[config.mk]
export PLATFORM = sky130hd
export DESIGN_NAME = decodeTop
export DESIGN_NICKNAME = d
export VERILOG_FILES = /design/src/design/rvIsaPkg.sv /design/src/design/ctrlPkg.sv /design/src/design/handshakeSlot.sv /design/src/design/aluFuncDecode.sv /design/src/design/instrDecoder.sv /design/src/design/decodeTop.sv
export VERILOG_INCLUDE_DIRS = /design/src /design/src/include
export SDC_FILE = /design/constraint.sdc
export NUM_CORES = 1
export LEC_CHECK = 0
export ABC_CLOCK_PERIOD_IN_PS = 6110
export BUFFER_PORTS_ARGS = -buffer_cell sky130_fd_sc_hd__buf_2
export CAP_MARGIN = 0
export CORE_MARGIN = 1.5
export CORE_UTILIZATION = 34
export DETAILED_ROUTE_END_ITERATION = 8
export PLACE_DENSITY = 0.57
export SYNTH_ARGS = -nofsm -noshare
export SYNTH_HDL_FRONTEND = slang
export SYNTH_HIERARCHICAL = 1
export SYNTH_SLANG_ARGS = --single-unit
[constraint.sdc]
create_clock -name clk_i -period 6.11 [get_ports clk_i]
set_input_delay 1.222 -clock clk_i [delete_from_list [all_inputs] [get_ports clk_i]]
set_output_delay 1.222 -clock clk_i [all_outputs]
set_load 0.005 [all_outputs]
[src/include/rvDecode_defs.svh]
// width macros for the instruction word, its fields and the control word encodings
`ifndef RV_DECODE_DEFS_SVH
`define RV_DECODE_DEFS_SVH

// instruction word and the fixed fields of the base encoding
`define INSTR_W   32  // one uncompressed instruction
`define OPCODE_W  7   // bits 6:0
`define FUNCT3_W  3   // bits 14:12
`define FUNCT7_W  7   // bits 31:25

// control word fields seen by the datapath
`define ALUOP_W   5   // word bit, alt bit, funct3
`define MEMOP_W   3   // access size and sign
`define BRANCH_W  3   // jump or compare kind

`endif

[src/design/rvIsaPkg.sv]
// ISA package: major opcodes, instruction field struct and funct7 markers
`default_nettype none

`include "rvDecode_defs.svh"

package rvIsaPkg;

  // instruction split along the R-type field boundaries
  typedef struct packed {
    logic [`FUNCT7_W-1:0] funct7;  // bits 31:25, bit 30 picks sub/sra
    logic [4:0]           rs2;     // bits 24:20
    logic [4:0]           rs1;     // bits 19:15
    logic [`FUNCT3_W-1:0] funct3;  // bits 14:12
    logic [4:0]           rd;      // bits 11:7
    logic [`OPCODE_W-1:0] opcode;  // bits 6:0
  } instrFields_t;

  // upper immediates
  localparam logic [`OPCODE_W-1:0] lui     = 7'b0110111;
  localparam logic [`OPCODE_W-1:0] auipc   = 7'b0010111;

  // jumps and conditional branches
  localparam logic [`OPCODE_W-1:0] jal     = 7'b1101111;
  localparam logic [`OPCODE_W-1:0] jalr    = 7'b1100111;
  localparam logic [`OPCODE_W-1:0] branch  = 7'b1100011;  // beq..bgeu

  // memory access
  localparam logic [`OPCODE_W-1:0] load    = 7'b0000011;  // lb..lwu, ld
  localparam logic [`OPCODE_W-1:0] store   = 7'b0100011;  // sb..sd

  // integer compute, 64-bit
  localparam logic [`OPCODE_W-1:0] opImm   = 7'b0010011;  // addi, shifts by imm
  localparam logic [`OPCODE_W-1:0] op      = 7'b0110011;  // reg-reg and M ext

  // integer compute, 32-bit word forms
  localparam logic [`OPCODE_W-1:0] opImm32 = 7'b0011011;  // addiw, slliw, srliw, sraiw
  localparam logic [`OPCODE_W-1:0] op32    = 7'b0111011;  // addw..sraw, mulw..remuw

  // funct7 markers in the reg-reg groups
  localparam logic [`FUNCT7_W-1:0] mulDivFunct7 = 7'b0000001;  // M extension
  localparam logic [`FUNCT7_W-1:0] altFunct7    = 7'b0100000;  // sub, sra

endpackage

`default_nettype wire

[src/design/ctrlPkg.sv]
// control package: control word struct, source selects and the ALU, mul, imm, branch, mem enums
`default_nettype none

`include "rvDecode_defs.svh"

package ctrlPkg;

  // {word, alt, funct3} for base ops, fixed codes for M ext
  typedef enum logic [`ALUOP_W-1:0] {
    aluAdd       = 5'b00000,
    aluSll       = 5'b00001,
    aluSlt       = 5'b00010,  // also signed branch compare
    aluSltu      = 5'b00011,  // also unsigned branch compare
    aluXor       = 5'b00100,
    aluSrl       = 5'b00101,
    aluOr        = 5'b00110,
    aluAnd       = 5'b00111,
    aluSub       = 5'b01000,
    aluMulFamily = 5'b01001,  // mul, mulh*, half picked by mulOp
    aluDivu      = 5'b01010,
    aluDiv       = 5'b01011,
    aluRemu      = 5'b01100,
    aluSra       = 5'b01101,
    aluRem       = 5'b01110,
    aluPassImm   = 5'b01111,  // lui
    aluAddw      = 5'b10000,
    aluSllw      = 5'b10001,
    aluSrlw      = 5'b10101,
    aluSubw      = 5'b11000,
    aluMulw      = 5'b11001,
    aluDivuw     = 5'b11010,
    aluDivw      = 5'b11011,
    aluRemuw     = 5'b11100,
    aluSraw      = 5'b11101,
    aluRemw      = 5'b11110
  } aluOp_e;

  typedef enum logic [1:0] {
    mulLow                = 2'b00,
    mulHighUnsigned       = 2'b01,
    mulHighSignedUnsigned = 2'b10,
    mulHighSigned         = 2'b11
  } mulOp_e;

  typedef enum logic [2:0] {immI, immU, immS, immB, immJ, immR} immFmt_e;

  typedef enum logic [`BRANCH_W-1:0] {
    brNone = 3'b000,
    brJal  = 3'b001,
    brJalr = 3'b010,
    brEq   = 3'b100,
    brNe   = 3'b101,
    brLt   = 3'b110,  // signed or unsigned per aluOp
    brGe   = 3'b111
  } branch_e;

  typedef enum logic [`MEMOP_W-1:0] {
    memWord   = 3'b000,
    memByte   = 3'b001,
    memHalf   = 3'b010,
    memDouble = 3'b011,
    memWordU  = 3'b100,
    memByteU  = 3'b101,
    memHalfU  = 3'b110
  } memOp_e;

  localparam logic       srcAPc   = 1'b0;
  localparam logic       srcARs1  = 1'b1;
  localparam logic [1:0] srcBRs2  = 2'd0;
  localparam logic [1:0] srcBImm  = 2'd1;
  localparam logic [1:0] srcBFour = 2'd2;  // link address pc+4

  typedef struct packed {
    logic       aluSrcA;   // 0 pc, 1 rs1
    logic [1:0] aluSrcB;   // 0 rs2, 1 imm, 2 four
    immFmt_e    immFmt;
    aluOp_e     aluOp;
    branch_e    branch;
    memOp_e     memOp;
    mulOp_e     mulOp;
    logic       memToReg;  // load result to rd
    logic       regWen;
    logic       memWen;
  } ctrlWord_t;

  // nothing written, no jump, no memory traffic
  localparam ctrlWord_t ctrlIdle = '{aluSrcA: srcARs1, aluSrcB: srcBRs2, immFmt: immI,
                                     aluOp: aluAdd, branch: brNone, memOp: memWord,
                                     mulOp: mulLow, memToReg: 1'b0, regWen: 1'b0,
                                     memWen: 1'b0};

endpackage

`default_nettype wire

[src/design/handshakeSlot.sv]
// handshakeSlot: one-entry buffer between two four-phase req/ack ports, payload type parameter
`default_nettype none

module handshakeSlot #(
  parameter type payload_t = logic [31:0]
) (
  input  wire logic     clk_i,
  input  wire logic     rst_i,
  input  wire logic     inReq_i,    // upstream request
  input  wire payload_t inData_i,   // stable while inReq_i high
  output logic          inAck_o,
  output logic          outReq_o,   // downstream request
  output payload_t      outData_o,
  input  wire logic     outAck_i
);

  payload_t dataQ;      // the one held item
  logic     fullQ;      // entry occupied
  logic     inAckQ;     // upstream phase
  logic     outReqQ;    // downstream phase
  logic     takeIn;
  logic     freeEntry;

  assign takeIn    = inReq_i && !fullQ && !inAckQ;  // empty and previous ack already dropped
  assign freeEntry = outReqQ && outAck_i;           // receiver has it

  always_ff @(posedge clk_i) begin
    if (rst_i) begin
      fullQ   <= 1'b0;
      inAckQ  <= 1'b0;
      outReqQ <= 1'b0;
    end else begin
      if (takeIn) begin
        fullQ  <= 1'b1;
        inAckQ <= 1'b1;  // phase 2 upstream
      end else if (freeEntry) begin
        fullQ <= 1'b0;
      end
      if (inAckQ && !inReq_i)
        inAckQ <= 1'b0;  // phase 4, sender let go
      // wait for the last ack to fall before a new request
      if (fullQ && !outReqQ && !outAck_i)
        outReqQ <= 1'b1;
      else if (freeEntry)
        outReqQ <= 1'b0;
    end
  end

  always_ff @(posedge clk_i) begin
    if (takeIn)
      dataQ <= inData_i;  // held until the next accept
  end

  assign inAck_o   = inAckQ;
  assign outReq_o  = outReqQ;
  assign outData_o = dataQ;

endmodule

`default_nettype wire

[src/design/aluFuncDecode.sv]
// aluFuncDecode: ALU op and mul op from opcode, funct3, funct7 and bit 30
`default_nettype none

`include "rvDecode_defs.svh"

module aluFuncDecode (
  input  wire rvIsaPkg::instrFields_t fields_i,
  output ctrlPkg::aluOp_e             aluOp_o,
  output ctrlPkg::mulOp_e             mulOp_o
);

  logic                 isRegReg;  // op or op32
  logic                 isWord;    // 32-bit word group
  logic                 isMulDiv;  // M extension
  logic                 altSel;    // sub or sra
  logic [`FUNCT3_W-1:0] baseF3;

  always_comb begin
    isRegReg = (fields_i.opcode == rvIsaPkg::op) || (fields_i.opcode == rvIsaPkg::op32);
    isWord   = (fields_i.opcode == rvIsaPkg::opImm32) || (fields_i.opcode == rvIsaPkg::op32);
    isMulDiv = isRegReg && (fields_i.funct7 == rvIsaPkg::mulDivFunct7);

    // word forms only know add, sll and right shifts
    if (isWord && (fields_i.funct3 != 3'b000) && (fields_i.funct3 != 3'b001))
      baseF3 = 3'b101;
    else
      baseF3 = fields_i.funct3;

    if (baseF3 == 3'b101)
      altSel = fields_i.funct7[5];  // bit 30, sra vs srl
    else if ((baseF3 == 3'b000) && isRegReg)
      altSel = (fields_i.funct7 == rvIsaPkg::altFunct7);  // sub, addi has no alt
    else
      altSel = 1'b0;
  end

  always_comb begin
    aluOp_o = ctrlPkg::aluAdd;  // address add for loads, stores, jumps, auipc
    mulOp_o = ctrlPkg::mulLow;
    case (fields_i.opcode)
      rvIsaPkg::op, rvIsaPkg::op32, rvIsaPkg::opImm, rvIsaPkg::opImm32: begin
        if (isMulDiv && isWord) begin
          case (fields_i.funct3)
            3'b100:  aluOp_o = ctrlPkg::aluDivw;
            3'b101:  aluOp_o = ctrlPkg::aluDivuw;
            3'b110:  aluOp_o = ctrlPkg::aluRemw;
            3'b111:  aluOp_o = ctrlPkg::aluRemuw;
            default: aluOp_o = ctrlPkg::aluMulw;  // undefined ones too
          endcase
        end else if (isMulDiv) begin
          case (fields_i.funct3)
            3'b000: aluOp_o = ctrlPkg::aluMulFamily;
            3'b001: begin
              aluOp_o = ctrlPkg::aluMulFamily;  // mulh
              mulOp_o = ctrlPkg::mulHighSigned;
            end
            3'b010: begin
              aluOp_o = ctrlPkg::aluMulFamily;  // mulhsu
              mulOp_o = ctrlPkg::mulHighSignedUnsigned;
            end
            3'b011: begin
              aluOp_o = ctrlPkg::aluMulFamily;  // mulhu
              mulOp_o = ctrlPkg::mulHighUnsigned;
            end
            3'b100:  aluOp_o = ctrlPkg::aluDiv;
            3'b101:  aluOp_o = ctrlPkg::aluDivu;
            3'b110:  aluOp_o = ctrlPkg::aluRem;
            default: aluOp_o = ctrlPkg::aluRemu;
          endcase
        end else begin
          aluOp_o = ctrlPkg::aluOp_e'({isWord, altSel, baseF3});
        end
      end
      rvIsaPkg::branch: aluOp_o = fields_i.funct3[1] ? ctrlPkg::aluSltu : ctrlPkg::aluSlt;
      rvIsaPkg::lui:    aluOp_o = ctrlPkg::aluPassImm;
      default:          aluOp_o = ctrlPkg::aluAdd;
    endcase
  end

endmodule

`default_nettype wire

[src/design/instrDecoder.sv]
// instrDecoder: opcode classification into the full control word, ALU op merged from aluFuncDecode
`default_nettype none

module instrDecoder (
  input  wire rvIsaPkg::instrFields_t instr_i,
  output ctrlPkg::ctrlWord_t          ctrl_o
);

  ctrlPkg::aluOp_e aluOp;  // from the funct table
  ctrlPkg::mulOp_e mulOp;

  aluFuncDecode aluFuncDecode_inst (
    .fields_i (instr_i),
    .aluOp_o  (aluOp),
    .mulOp_o  (mulOp)
  );

  always_comb begin
    ctrl_o = ctrlPkg::ctrlIdle;  // unknown, system and fence opcodes stay here
    case (instr_i.opcode)
      rvIsaPkg::lui, rvIsaPkg::auipc: begin
        ctrl_o.aluSrcA = (instr_i.opcode == rvIsaPkg::auipc) ? ctrlPkg::srcAPc
                                                            : ctrlPkg::srcARs1;
        ctrl_o.aluSrcB = ctrlPkg::srcBImm;
        ctrl_o.immFmt  = ctrlPkg::immU;
        ctrl_o.aluOp   = aluOp;  // passImm for lui
        ctrl_o.regWen  = 1'b1;
      end
      rvIsaPkg::jal, rvIsaPkg::jalr: begin
        ctrl_o.aluSrcA = ctrlPkg::srcAPc;    // rd gets pc+4
        ctrl_o.aluSrcB = ctrlPkg::srcBFour;
        ctrl_o.aluOp   = aluOp;
        ctrl_o.regWen  = 1'b1;
        if (instr_i.opcode == rvIsaPkg::jal) begin
          ctrl_o.immFmt = ctrlPkg::immJ;
          ctrl_o.branch = ctrlPkg::brJal;
        end else begin
          ctrl_o.immFmt = ctrlPkg::immI;     // target from rs1 + imm
          ctrl_o.branch = ctrlPkg::brJalr;
        end
      end
      rvIsaPkg::branch: begin
        ctrl_o.immFmt = ctrlPkg::immB;
        ctrl_o.aluOp  = aluOp;               // slt or sltu compare
        case (instr_i.funct3)
          3'b000:         ctrl_o.branch = ctrlPkg::brEq;
          3'b001:         ctrl_o.branch = ctrlPkg::brNe;
          3'b100, 3'b110: ctrl_o.branch = ctrlPkg::brLt;
          3'b101, 3'b111: ctrl_o.branch = ctrlPkg::brGe;
          default:        ctrl_o = ctrlPkg::ctrlIdle;
        endcase
      end
      rvIsaPkg::load: begin
        ctrl_o.aluSrcB  = ctrlPkg::srcBImm;
        ctrl_o.aluOp    = aluOp;
        ctrl_o.memToReg = 1'b1;
        ctrl_o.regWen   = 1'b1;
        case (instr_i.funct3)
          3'b000:  ctrl_o.memOp = ctrlPkg::memByte;
          3'b001:  ctrl_o.memOp = ctrlPkg::memHalf;
          3'b010:  ctrl_o.memOp = ctrlPkg::memWord;
          3'b011:  ctrl_o.memOp = ctrlPkg::memDouble;
          3'b100:  ctrl_o.memOp = ctrlPkg::memByteU;
          3'b101:  ctrl_o.memOp = ctrlPkg::memHalfU;
          3'b110:  ctrl_o.memOp = ctrlPkg::memWordU;
          default: ctrl_o = ctrlPkg::ctrlIdle;  // no 128-bit load
        endcase
      end
      rvIsaPkg::store: begin
        ctrl_o.aluSrcB = ctrlPkg::srcBImm;
        ctrl_o.immFmt  = ctrlPkg::immS;
        ctrl_o.aluOp   = aluOp;
        ctrl_o.memWen  = 1'b1;
        case (instr_i.funct3)
          3'b000:  ctrl_o.memOp = ctrlPkg::memByte;
          3'b001:  ctrl_o.memOp = ctrlPkg::memHalf;
          3'b010:  ctrl_o.memOp = ctrlPkg::memWord;
          3'b011:  ctrl_o.memOp = ctrlPkg::memDouble;
          default: ctrl_o = ctrlPkg::ctrlIdle;
        endcase
      end
      rvIsaPkg::opImm, rvIsaPkg::opImm32: begin
        ctrl_o.aluSrcB = ctrlPkg::srcBImm;
        ctrl_o.aluOp   = aluOp;
        ctrl_o.regWen  = 1'b1;
      end
      rvIsaPkg::op, rvIsaPkg::op32: begin
        ctrl_o.immFmt = ctrlPkg::immR;     // rs2 operand, no immediate
        ctrl_o.aluOp  = aluOp;
        ctrl_o.mulOp  = mulOp;             // only non-low for mulh*
        ctrl_o.regWen = 1'b1;
      end
      default: ctrl_o = ctrlPkg::ctrlIdle;
    endcase
  end

endmodule

`default_nettype wire

[src/design/decodeTop.sv]
// decodeTop: input slot for the instruction, decoder, output slot for the control word
`default_nettype none

`include "rvDecode_defs.svh"

module decodeTop (
  input  wire logic                clk_i,
  input  wire logic                rst_i,
  input  wire logic                instrReq_i,
  input  wire logic [`INSTR_W-1:0] instr_i,
  output logic                     instrAck_o,
  output logic                     ctrlReq_o,
  output ctrlPkg::ctrlWord_t       ctrlWord_o,
  input  wire logic                ctrlAck_i
);

  logic                   instrValid;  // input slot downstream req
  logic                   instrTaken;  // output slot upstream ack
  rvIsaPkg::instrFields_t instrHeld;
  ctrlPkg::ctrlWord_t     ctrlNext;    // decoded, not yet captured

  handshakeSlot #(.payload_t(rvIsaPkg::instrFields_t)) instrSlot_inst (
    .clk_i     (clk_i),
    .rst_i     (rst_i),
    .inReq_i   (instrReq_i),
    .inData_i  (rvIsaPkg::instrFields_t'(instr_i)),
    .inAck_o   (instrAck_o),
    .outReq_o  (instrValid),
    .outData_o (instrHeld),
    .outAck_i  (instrTaken)
  );

  instrDecoder instrDecoder_inst (
    .instr_i (instrHeld),
    .ctrl_o  (ctrlNext)
  );

  handshakeSlot #(.payload_t(ctrlPkg::ctrlWord_t)) ctrlSlot_inst (
    .clk_i     (clk_i),
    .rst_i     (rst_i),
    .inReq_i   (instrValid),
    .inData_i  (ctrlNext),
    .inAck_o   (instrTaken),
    .outReq_o  (ctrlReq_o),
    .outData_o (ctrlWord_o),
    .outAck_i  (ctrlAck_i)
  );

endmodule

`default_nettype wire

==> metrics.md, run 1 <==
| Metric | Value |
|---|---|
| Status | finished clean |
| DR vias/cell | ~4.8 |
| CTS sink cnt | 45 |
| Setup-failing EPs final | 0 |
| Worst skew pair latency | approximately 0.30 ns |
| Dpl hpwl | approximately 2500 microns |
| Clock Tree Root | clkbuf_8 |
| Multi-input logic area | roughly 700 sq um |
| PD cells | between 200 and 300 nW/um^2 |
| Full die area | approximately 6500 sq um |
| Crit share post-route | approximately 43% |
| Share of cells above drive strength 1 | slightly above 30% |
| Filler instances | 581 |
| Max-slew violation count | 0 |
| Clk buf depth | 2 |
| Starting DRT DRC Count | 61 |
| Post CTS Setup Buffer Count | 0 |
| Placed cell area | around 2400 sq um |
| Via count | ~1400 |
| Die width | 80.9 microns |
| Chip Height | 80.9 microns |
| Slew HR | between 60% and 70% |
| DR WL/cell | around 13 microns |
| Final WS setup | between 3 and 4 ns |
| Yosys Warn Count | 6 |
| Worst r2r src | instrSlot_inst/outData_o[5] |
| CP peak stage delay | 0.70 ns |
| Gpl congestion | 0.778 |
| Detail Route Antenna Nets | 0 |
| GRT Residual Overflow | 0 |
| CTS Hold Bufs | 0 |
| Clock-pin slew on the worst setup and hold paths | about 0.090 ns |
| Initial antenna violation count | 0 |
| H-Tree Depth | 2 |
| Hold WC Path Type | flip-flop to flip-flop |
| Worst slack, placed | 3.51 ns |
| Num CTS Buffers | 5 |
| Final Non-Filler Cells | 281 |
| Pin count of the biggest net entering global routing | 24 |
| Core Footprint | 5890 sq um |
| I/O pins | 60 |
| Min Tclk post-route | 2.61 ns |
| Hold_sp | ctrlSlot_inst/inAck_o |
| Max-cap violations | 0 |
| Placed cells | 273 |
| Critical path buffers and inverters | 1 |
| Clk_skew | 0.00574 ns |
| CTS resizes | 0 |
| Vias in the first global route | 1220 |
| Initial core utilization | 35.0% |
| PortBufs | 44 |
| Mapped Area | 2060 sq um |
| CP endpoint kind | flip-flop |
| First-pass GRT wire length | 5590 microns |
| RSZ-0062 raised after global routing | no |
| CP Launch Type | flip-flop |
| Remaining DRCs | 0 |
| Post-Route WL | about 3600 microns |
| Gr usage total | between 10% and 20% |
| Syn Inst Count | 158 |
| VDD IR max | 0.108 mV |
| Leak | ~0.00094 uW |
| Worst-margin pin slew | 0.568 ns |
| Delay-heaviest family, CP | simple AND/OR/NAND/NOR gates |
| Synthesized net count | between 150 and 200 |
| Crit path from | instrSlot_inst/outData_o[5] |
| Row count | 28 |
| Syn Area/Cell | 13.1 sq um |
| Max Fanout on Critical Path | 14 |
| FMAX | 383 MHz |
| Req. time, crit path | 6.25 ns |
| Worst path slowest cell | edfxtp_1 |
| Hold Fails Final Rpt | 0 |
| Final-stage net count | around 240 |
| Area Overhead vs Synth | 20.5% |
| Antenna Cells | 0 |
| Setup_tns | 0 ns |
| WS Path Type | flip-flop to flip-flop |
| Critical-path cell list | or4b_1 -> or4_1 -> mux2i_1 -> o22ai_1 -> inv_1 -> a41oi_1 |
| CP Data Arrival Time | approximately 2.8 ns |
| Drt first pass iters | 4 |
| Fin area | 2480 sq um |
| FF+latch area | between 1000 and 1500 sq um |
| CTS tree | yes |
cell type report:
cell class,count,area share (%)
flip-flops and latches,45,52.0
multi-input cells,96,28.0
repair buffers,46,9.47
clock buffers,7,4.78
well taps,75,3.78
inverters,11,1.66
clock inverters,1,0.352
per-layer routing:
metal / share of wire, % / wire, microns / global-route usage [%] / vias to the layer above
met2: 45 / 1600 / 17.8 / 37
met3: 4.8 / 172 / 4.04 / 4
met1: 49 / 1740 / 14.9 / 626
li1: - / - / - / 692
met5: 0 / 0 / 0 / -
met4: 1.1 / 38 / 4.14 / 0
registers in the layout, summed over array words and instances (netlist names):
| signal | flops |
|---|---|
| ctrlSlot_inst/outReq_o | 1 |
| ctrlSlot_inst/outData_o | 22 |
| instrSlot_inst/outData_o | 17 |
| instrSlot_inst/outReq_o | 1 |
| instrSlot_inst/inAck_o | 1 |
| instrSlot_inst/fullQ | 1 |
| ctrlSlot_inst/inAck_o | 1 |
| ctrlSlot_inst/fullQ | 1 |
final timing paths:
kind | end | slack (ns) | cells after the start
setup / recovery | ctrlSlot_inst/outData_o[11] | 3.50 | 6
hold / removal | instrSlot_inst/outReq_o | 0.50 | 1
setup reg to reg | ctrlSlot_inst/outData_o[11] | 3.50 | 6
hold reg to reg | instrSlot_inst/outReq_o | 0.50 | 1
stage by stage:
stage	util [%]	power, uW	hold slack [ns]
6_report	42.2	662	0.500
4_1_cts	42.2	672	0.507
5_1_grt	42.2	692	0.533
3_5_place_dp	40.1	436	0.501
3_3_place_gp	40.1	435	0.481
2_1_floorplan	-	411	0.458
worst reg2reg max path: cells and delay by family, from the launching register on:
kind | cells | cell delay (ns)
and+or+nand+nor | 2 | 1.14
buffers and inverters | 1 | 0.06
DFF | 1 | 0.70
AOI/OAI and AO/OA | 2 | 0.37
muxes | 1 | 0.17
placed cells by master (no fill, tap or decap), types with 5 or more instances in the layout:
| master | instances |
|---|---|
| buf_2 | 44 |
| edfxtp_1 | 39 |
| inv_1 | 11 |
| nor2_1 | 9 |
| nor2b_1 | 8 |
| dfxtp_1 | 6 |
| a41oi_1 | 6 |
| o21ai_0 | 6 |
| clkbuf_8 | 5 |
| nor3b_1 | 5 |
| nor3_1 | 5 |
report_power, final:
part           total [uW]  switching (uW)  internal (uW)
logic                52.3            26.3           25.9
clock network         234             102            132
registers             376            19.7            356
total                 662             148            514
(Power assumes the default switching activity.)
==> run 2: changes to the inputs <==
--- a/config.mk
+++ b/config.mk
@@ -6,7 +6,7 @@
 export SDC_FILE = /design/constraint.sdc
 export NUM_CORES = 1
 export LEC_CHECK = 0
-export ABC_CLOCK_PERIOD_IN_PS = 6110
+export ABC_CLOCK_PERIOD_IN_PS = 2700
 export BUFFER_PORTS_ARGS = -buffer_cell sky130_fd_sc_hd__buf_2
 export CAP_MARGIN = 0
 export CORE_MARGIN = 1.5
==> constraint.sdc (replaced) <==
create_clock -name clk_i -period 2.7 [get_ports clk_i]
set_input_delay 0.54 -clock clk_i [delete_from_list [all_inputs] [get_ports clk_i]]
set_output_delay 0.54 -clock clk_i [all_outputs]
set_load 0.005 [all_outputs]
==> metrics.md, run 2 (same netlist as run 1, synthesis figures left out) <==
| Metric | Value |
|---|---|
| Worst skew pair latency | 0.29 ns |
| Post-Route WL | approximately 3500 microns |
| First-pass GRT wire length | 5510 microns |
| Hold Fails Final Rpt | 0 |
| Clock-pin slew on the worst setup and hold paths | around 0.080 ns |
| CTS sink cnt | 45 |
| CTS Hold Bufs | 0 |
| Dpl hpwl | roughly 2500 microns |
| PD cells | ~550 nW/um^2 |
| Initial core utilization | 35.0% |
| Remaining DRCs | 0 |
| Slew HR | 66.9% |
| Most frequent cells in the layout | 44 x buf_2, 39 x edfxtp_1, 11 x inv_1, 9 x nor2_1, 8 x nor2b_1 |
| Starting DRT DRC Count | 78 |
| Placed cells | around 280 |
| CP Data Arrival Time | about 2.4 ns |
| FF+latch area | 1290 sq um |
| CTS tree | yes |
| Setup-failing EPs final | 0 |
| Initial antenna violation count | 0 |
| DR vias/cell | 4.80 |
| Pin count of the biggest net entering global routing | 24 |
| Crit share post-route | a little under nine tenths |
| VDD IR max | about 0.25 mV |
| Multi-input logic area | around 700 sq um |
| Clk buf depth | 2 |
| DR WL/cell | about 12 microns |
| Gpl congestion | 0.816 |
| Leak | 0.000929 uW |
| Max-slew violation count | 0 |
| Filler instances | between 500 and 600 |
| Full die area | about 6500 sq um |
| Min Tclk post-route | 2.30 ns |
| FMAX | approximately 430 MHz |
| CTS resizes | 0 |
| Setup_tns | 0 ns |
| Final hold slack | 0.421 ns |
| Number of flip-flops in the largest register | 22 |
| Clk_skew | between 0.003 and 0.004 ns |
| Drt first pass iters | 4 |
| Post-layout util | around two fifths |
| Clock Tree Root | clkbuf_8 |
| WS Path Type | flip-flop to flip-flop |
| Core Footprint | approximately 6000 sq um |
| Row count | 28 |
| Num CTS Buffers | 5 |
| I/O pins | 60 |
| Via count | ~1400 |
| Req. time, crit path | around 2.8 ns |
| Hold WC Path Type | input pin to flip-flop |
| Chip Height | a little over 80 microns |
| CP Launch Type | flip-flop |
| Max Fanout on Critical Path | 6 |
| Detail Route Antenna Nets | 0 |
| Area Overhead vs Synth | 19.3% |
| PortBufs | 44 |
| Final-stage net count | ~240 |
| Post CTS Setup Buffer Count | 0 |
| H-Tree Depth | 2 |
| GRT Residual Overflow | 0 |
| Vias in the first global route | ~1200 |
| Antenna Cells | 0 |
| Gr usage total | between 10% and 20% |
| Commonest non-fill, non-tap cell in the layout | buf_2 |
| Worst-margin pin slew | a little under 0.5 ns |
| RSZ-0062 raised after global routing | no |
| Status | finished clean |
| CP endpoint kind | flip-flop |
| Final Non-Filler Cells | between 200 and 300 |
| Die width | between 80 and 90 microns |
| Max-cap violations | 0 |
| Share of cells above drive strength 1 | ~30% |
[run 2: layout make-up]
type | instances | area share [%]
Multi-Input combinational cell | 96 | 28.3
Clock buffer | 8 | 3.26
Inverter | 11 | 1.68
Sequential cell | 45 | 52.5
Timing Repair Buffer | 49 | 10.5
Tap cell | 75 | 3.81
[run 2: path summary, 6_finish.rpt]
path                                  endpoint  cells past startpoint                          from  slack, ns
hold / removal    instrSlot_inst/outData_o[12]                      1                   instr_i[12]       0.42
hold reg to reg        instrSlot_inst/outReq_o                      1         ctrlSlot_inst/inAck_o       0.50
setup / recovery   ctrlSlot_inst/outData_o[11]                      6  instrSlot_inst/outData_o[28]       0.40
setup reg to reg   ctrlSlot_inst/outData_o[11]                      6  instrSlot_inst/outData_o[28]       0.40
[run 2: worst max-delay path: stages, from the launching register on]
cell,delay (ns)
edfxtp_1,0.38
or4b_1,0.53
or4_1,0.63
mux2i_1,0.18
o22ai_1,0.19
inv_1,0.06
a41oi_1,0.18
[run 2: through the flow]
stage / setup slack, ns / power, uW / cell area [sq um]
floorplan: 0.602 / 930 / 2060
global placement: 0.425 / 989 / 2380
detailed placement: 0.364 / 992 / 2380
CTS: 0.346 / 1380 / 2460
global route: 0.286 / 1430 / 2460
finish: 0.398 / 1360 / 2460
[run 2: layer usage]
metal,GRT usage (%),vias to the layer above,share of wire (%)
li1,-,702,-
met3,4.04,2,6.3
met1,14.4,613,47
met2,17.7,47,46
met5,0,-,0
met4,3.62,0,0.55
[run 2: where the power goes]
group,internal [uW],switching (uW),leakage (uW),total [uW]
sequential,806,32.6,0.000415,839
combinational,62.1,71.3,0.000474,133
clock,184,202,0.0000395,386
total,1050,306,0.000929,1360
==> run 3: changes to the inputs <==
--- a/config.mk
+++ b/config.mk
@@ -12,6 +12,7 @@
 export CORE_MARGIN = 1.5
 export CORE_UTILIZATION = 34
 export DETAILED_ROUTE_END_ITERATION = 8
+export GPL_TIMING_DRIVEN = 0
 export PLACE_DENSITY = 0.57
 export SYNTH_ARGS = -nofsm -noshare
 export SYNTH_HDL_FRONTEND = slang
==> metrics.md, run 3 (same netlist as run 1, synthesis figures left out) <==
| Metric | Value |
|---|---|
| Hold Fails Final Rpt | 0 |
| Most frequent cells in the layout | 47 x buf_2, 39 x edfxtp_1, 11 x inv_1, 9 x nor2_1, 8 x nor2b_1 |
| CP Launch Type | flip-flop |
| Cells on Worst Hold Path | 2 |
| Clk buf depth | 2 |
| Gr usage total | a little under an eighth |
| H-Tree Depth | 2 |
| Setup_tns | 0 ns |
| Setup-failing EPs final | 0 |
| Worst skew pair latency | roughly 0.30 ns |
| Gpl congestion | ~0.77 |
| Worst Setup EP | ctrlSlot_inst/outData_o[11] |
| WP depth | 7 |
| FMAX | approximately 430 MHz |
| Req. time, crit path | 2.83 ns |
| Worst-margin pin slew | 1.24 ns |
| Clock-pin slew on the worst setup and hold paths | ~0.080 ns |
| Filler instances | about 600 |
| Die width | 80.9 microns |
| Hold WC Path Type | input pin to flip-flop |
| Slew HR | between 10% and 20% |
| Clock Tree Root | clkbuf_8 |
| PortBufs | 44 |
| RSZ-0062 raised after global routing | no |
| Post-layout util | ~42% |
| DR WL/cell | between 10 and 15 microns |
| Power, Total | 1390 uW |
| Delay-heaviest family, CP | simple AND/OR/NAND/NOR gates |
| Dpl hpwl | roughly 2600 microns |
| Worst path slowest cell | or4b_1 |
| Share of cells above drive strength 1 | between 30% and 40% |
| Row count | 28 |
| Starting DRT DRC Count | 40 |
| CTS resizes | 0 |
| R2r endpoint | ctrlSlot_inst/outData_o[11] |
| Min Tclk post-route | 2.30 ns |
| Antenna Cells | 0 |
| Initial antenna violation count | 0 |
| Leak | around 0.00093 uW |
| DR vias/cell | approximately 4.8 |
| Chip Height | between 80 and 90 microns |
| I/O pins | 60 |
| Critical path buffers and inverters | 2 |
| Max-cap violations | 0 |
| CTS tree | yes |
| VDD IR max | about 0.32 mV |
| WS Path Type | flip-flop to flip-flop |
| Full die area | around 6500 sq um |
| Area Overhead vs Synth | 20.6% |
| Commonest non-fill, non-tap cell in the layout | buf_2 |
| GRT Residual Overflow | 0 |
| Vias in the first global route | approximately 1300 |
| Post CTS Setup Buffer Count | 0 |
| CTS sink cnt | between 40 and 50 |
| Post-Route WL | 3600 microns |
| CTS Hold Bufs | 0 |
| Clk_skew | 0.00479 ns |
| CP peak stage delay | 0.54 ns |
| PD cells | 560 nW/um^2 |
| CP Data Arrival Time | 2.43 ns |
| Status | finished clean |
| Worst r2r src | instrSlot_inst/outData_o[26] |
| Remaining DRCs | 0 |
| Pin count of the biggest net entering global routing | 22 |
| Initial core utilization | between 30% and 40% |
| Max Fanout on Critical Path | 6 |
| Final-stage net count | roughly 250 |
| First-pass GRT wire length | around 5800 microns |
| Detail Route Antenna Nets | 0 |
| Via count | 1369 |
| Worst reg2reg setup slack | around 0.4 ns |
| Final hold slack | approximately 0.41 ns |
| Num CTS Buffers | 5 |
| Crit share post-route | a little under nine tenths |
| CP endpoint kind | flip-flop |
| Number of flip-flops in the largest register | 22 |
| Worst reg2reg path depth | 7 |
| Max-slew violation count | 0 |
| Critical-path cell list | or4b_1 -> or4_1 -> buf_2 -> mux2i_1 -> o22ai_1 -> inv_1 -> a41oi_1 |
| Core Footprint | 5890 sq um |
| Drt first pass iters | 4 |
| Crit path from | instrSlot_inst/outData_o[26] |
## run 3: cell types whose count changed in the layout (fill, tap and decap cells not counted), sizes merged
| cell | delta |
|---|---|
| clkbuf | +2 |
## run 3: worst min path at each step
stage	start	end	slack, ns
global route	ctrlAck_i	ctrlSlot_inst/outReq_o	0.40
CTS	ctrlAck_i	ctrlSlot_inst/outReq_o	0.40
detailed placement	ctrlSlot_inst/outReq_o	ctrlSlot_inst/outReq_o	0.50
global placement	ctrlSlot_inst/inAck_o	instrSlot_inst/outReq_o	0.48
floorplan	ctrlSlot_inst/inAck_o	instrSlot_inst/outReq_o	0.46
finish	ctrlAck_i	ctrlSlot_inst/outReq_o	0.41
## run 3: layout make-up
type	instances	area [sq um]	share of cell area (%)
plain buffers	6	33.8	1.36
clock buffers	8	90.1	3.62
inverters	11	41.3	1.66
multi-input cells	96	702	28.2
flip-flops and latches	45	1290	51.9
well taps	75	93.8	3.77
repair buffers	45	235	9.46
## run 3: metal layers
metal	track usage, %	routed length (microns)	share of wire (%)
met1	15.0	1670	46
met2	18.4	1640	46
met3	4.72	227	6.3
met4	4.66	59	1.6
met5	0	0	0
## run 3: power by group
group | switching (uW) | internal (uW)
Combinational | 68.2 | 63.5
Sequential | 38.6 | 807
Clock | 208 | 209
## run 3: through the flow
| step | cells | instance area (sq um) | setup slack [ns] |
|---|---|---|---|
| 4_1_cts | 286 | 2490 | 0.408 |
| 3_5_place_dp | 278 | 2400 | 0.427 |
| 5_1_grt | 286 | 2490 | 0.237 |
| 2_1_floorplan | 158 | 2060 | 0.602 |
| 6_report | 286 | 2490 | 0.395 |
| 3_3_place_gp | 277 | 2380 | 0.459 |
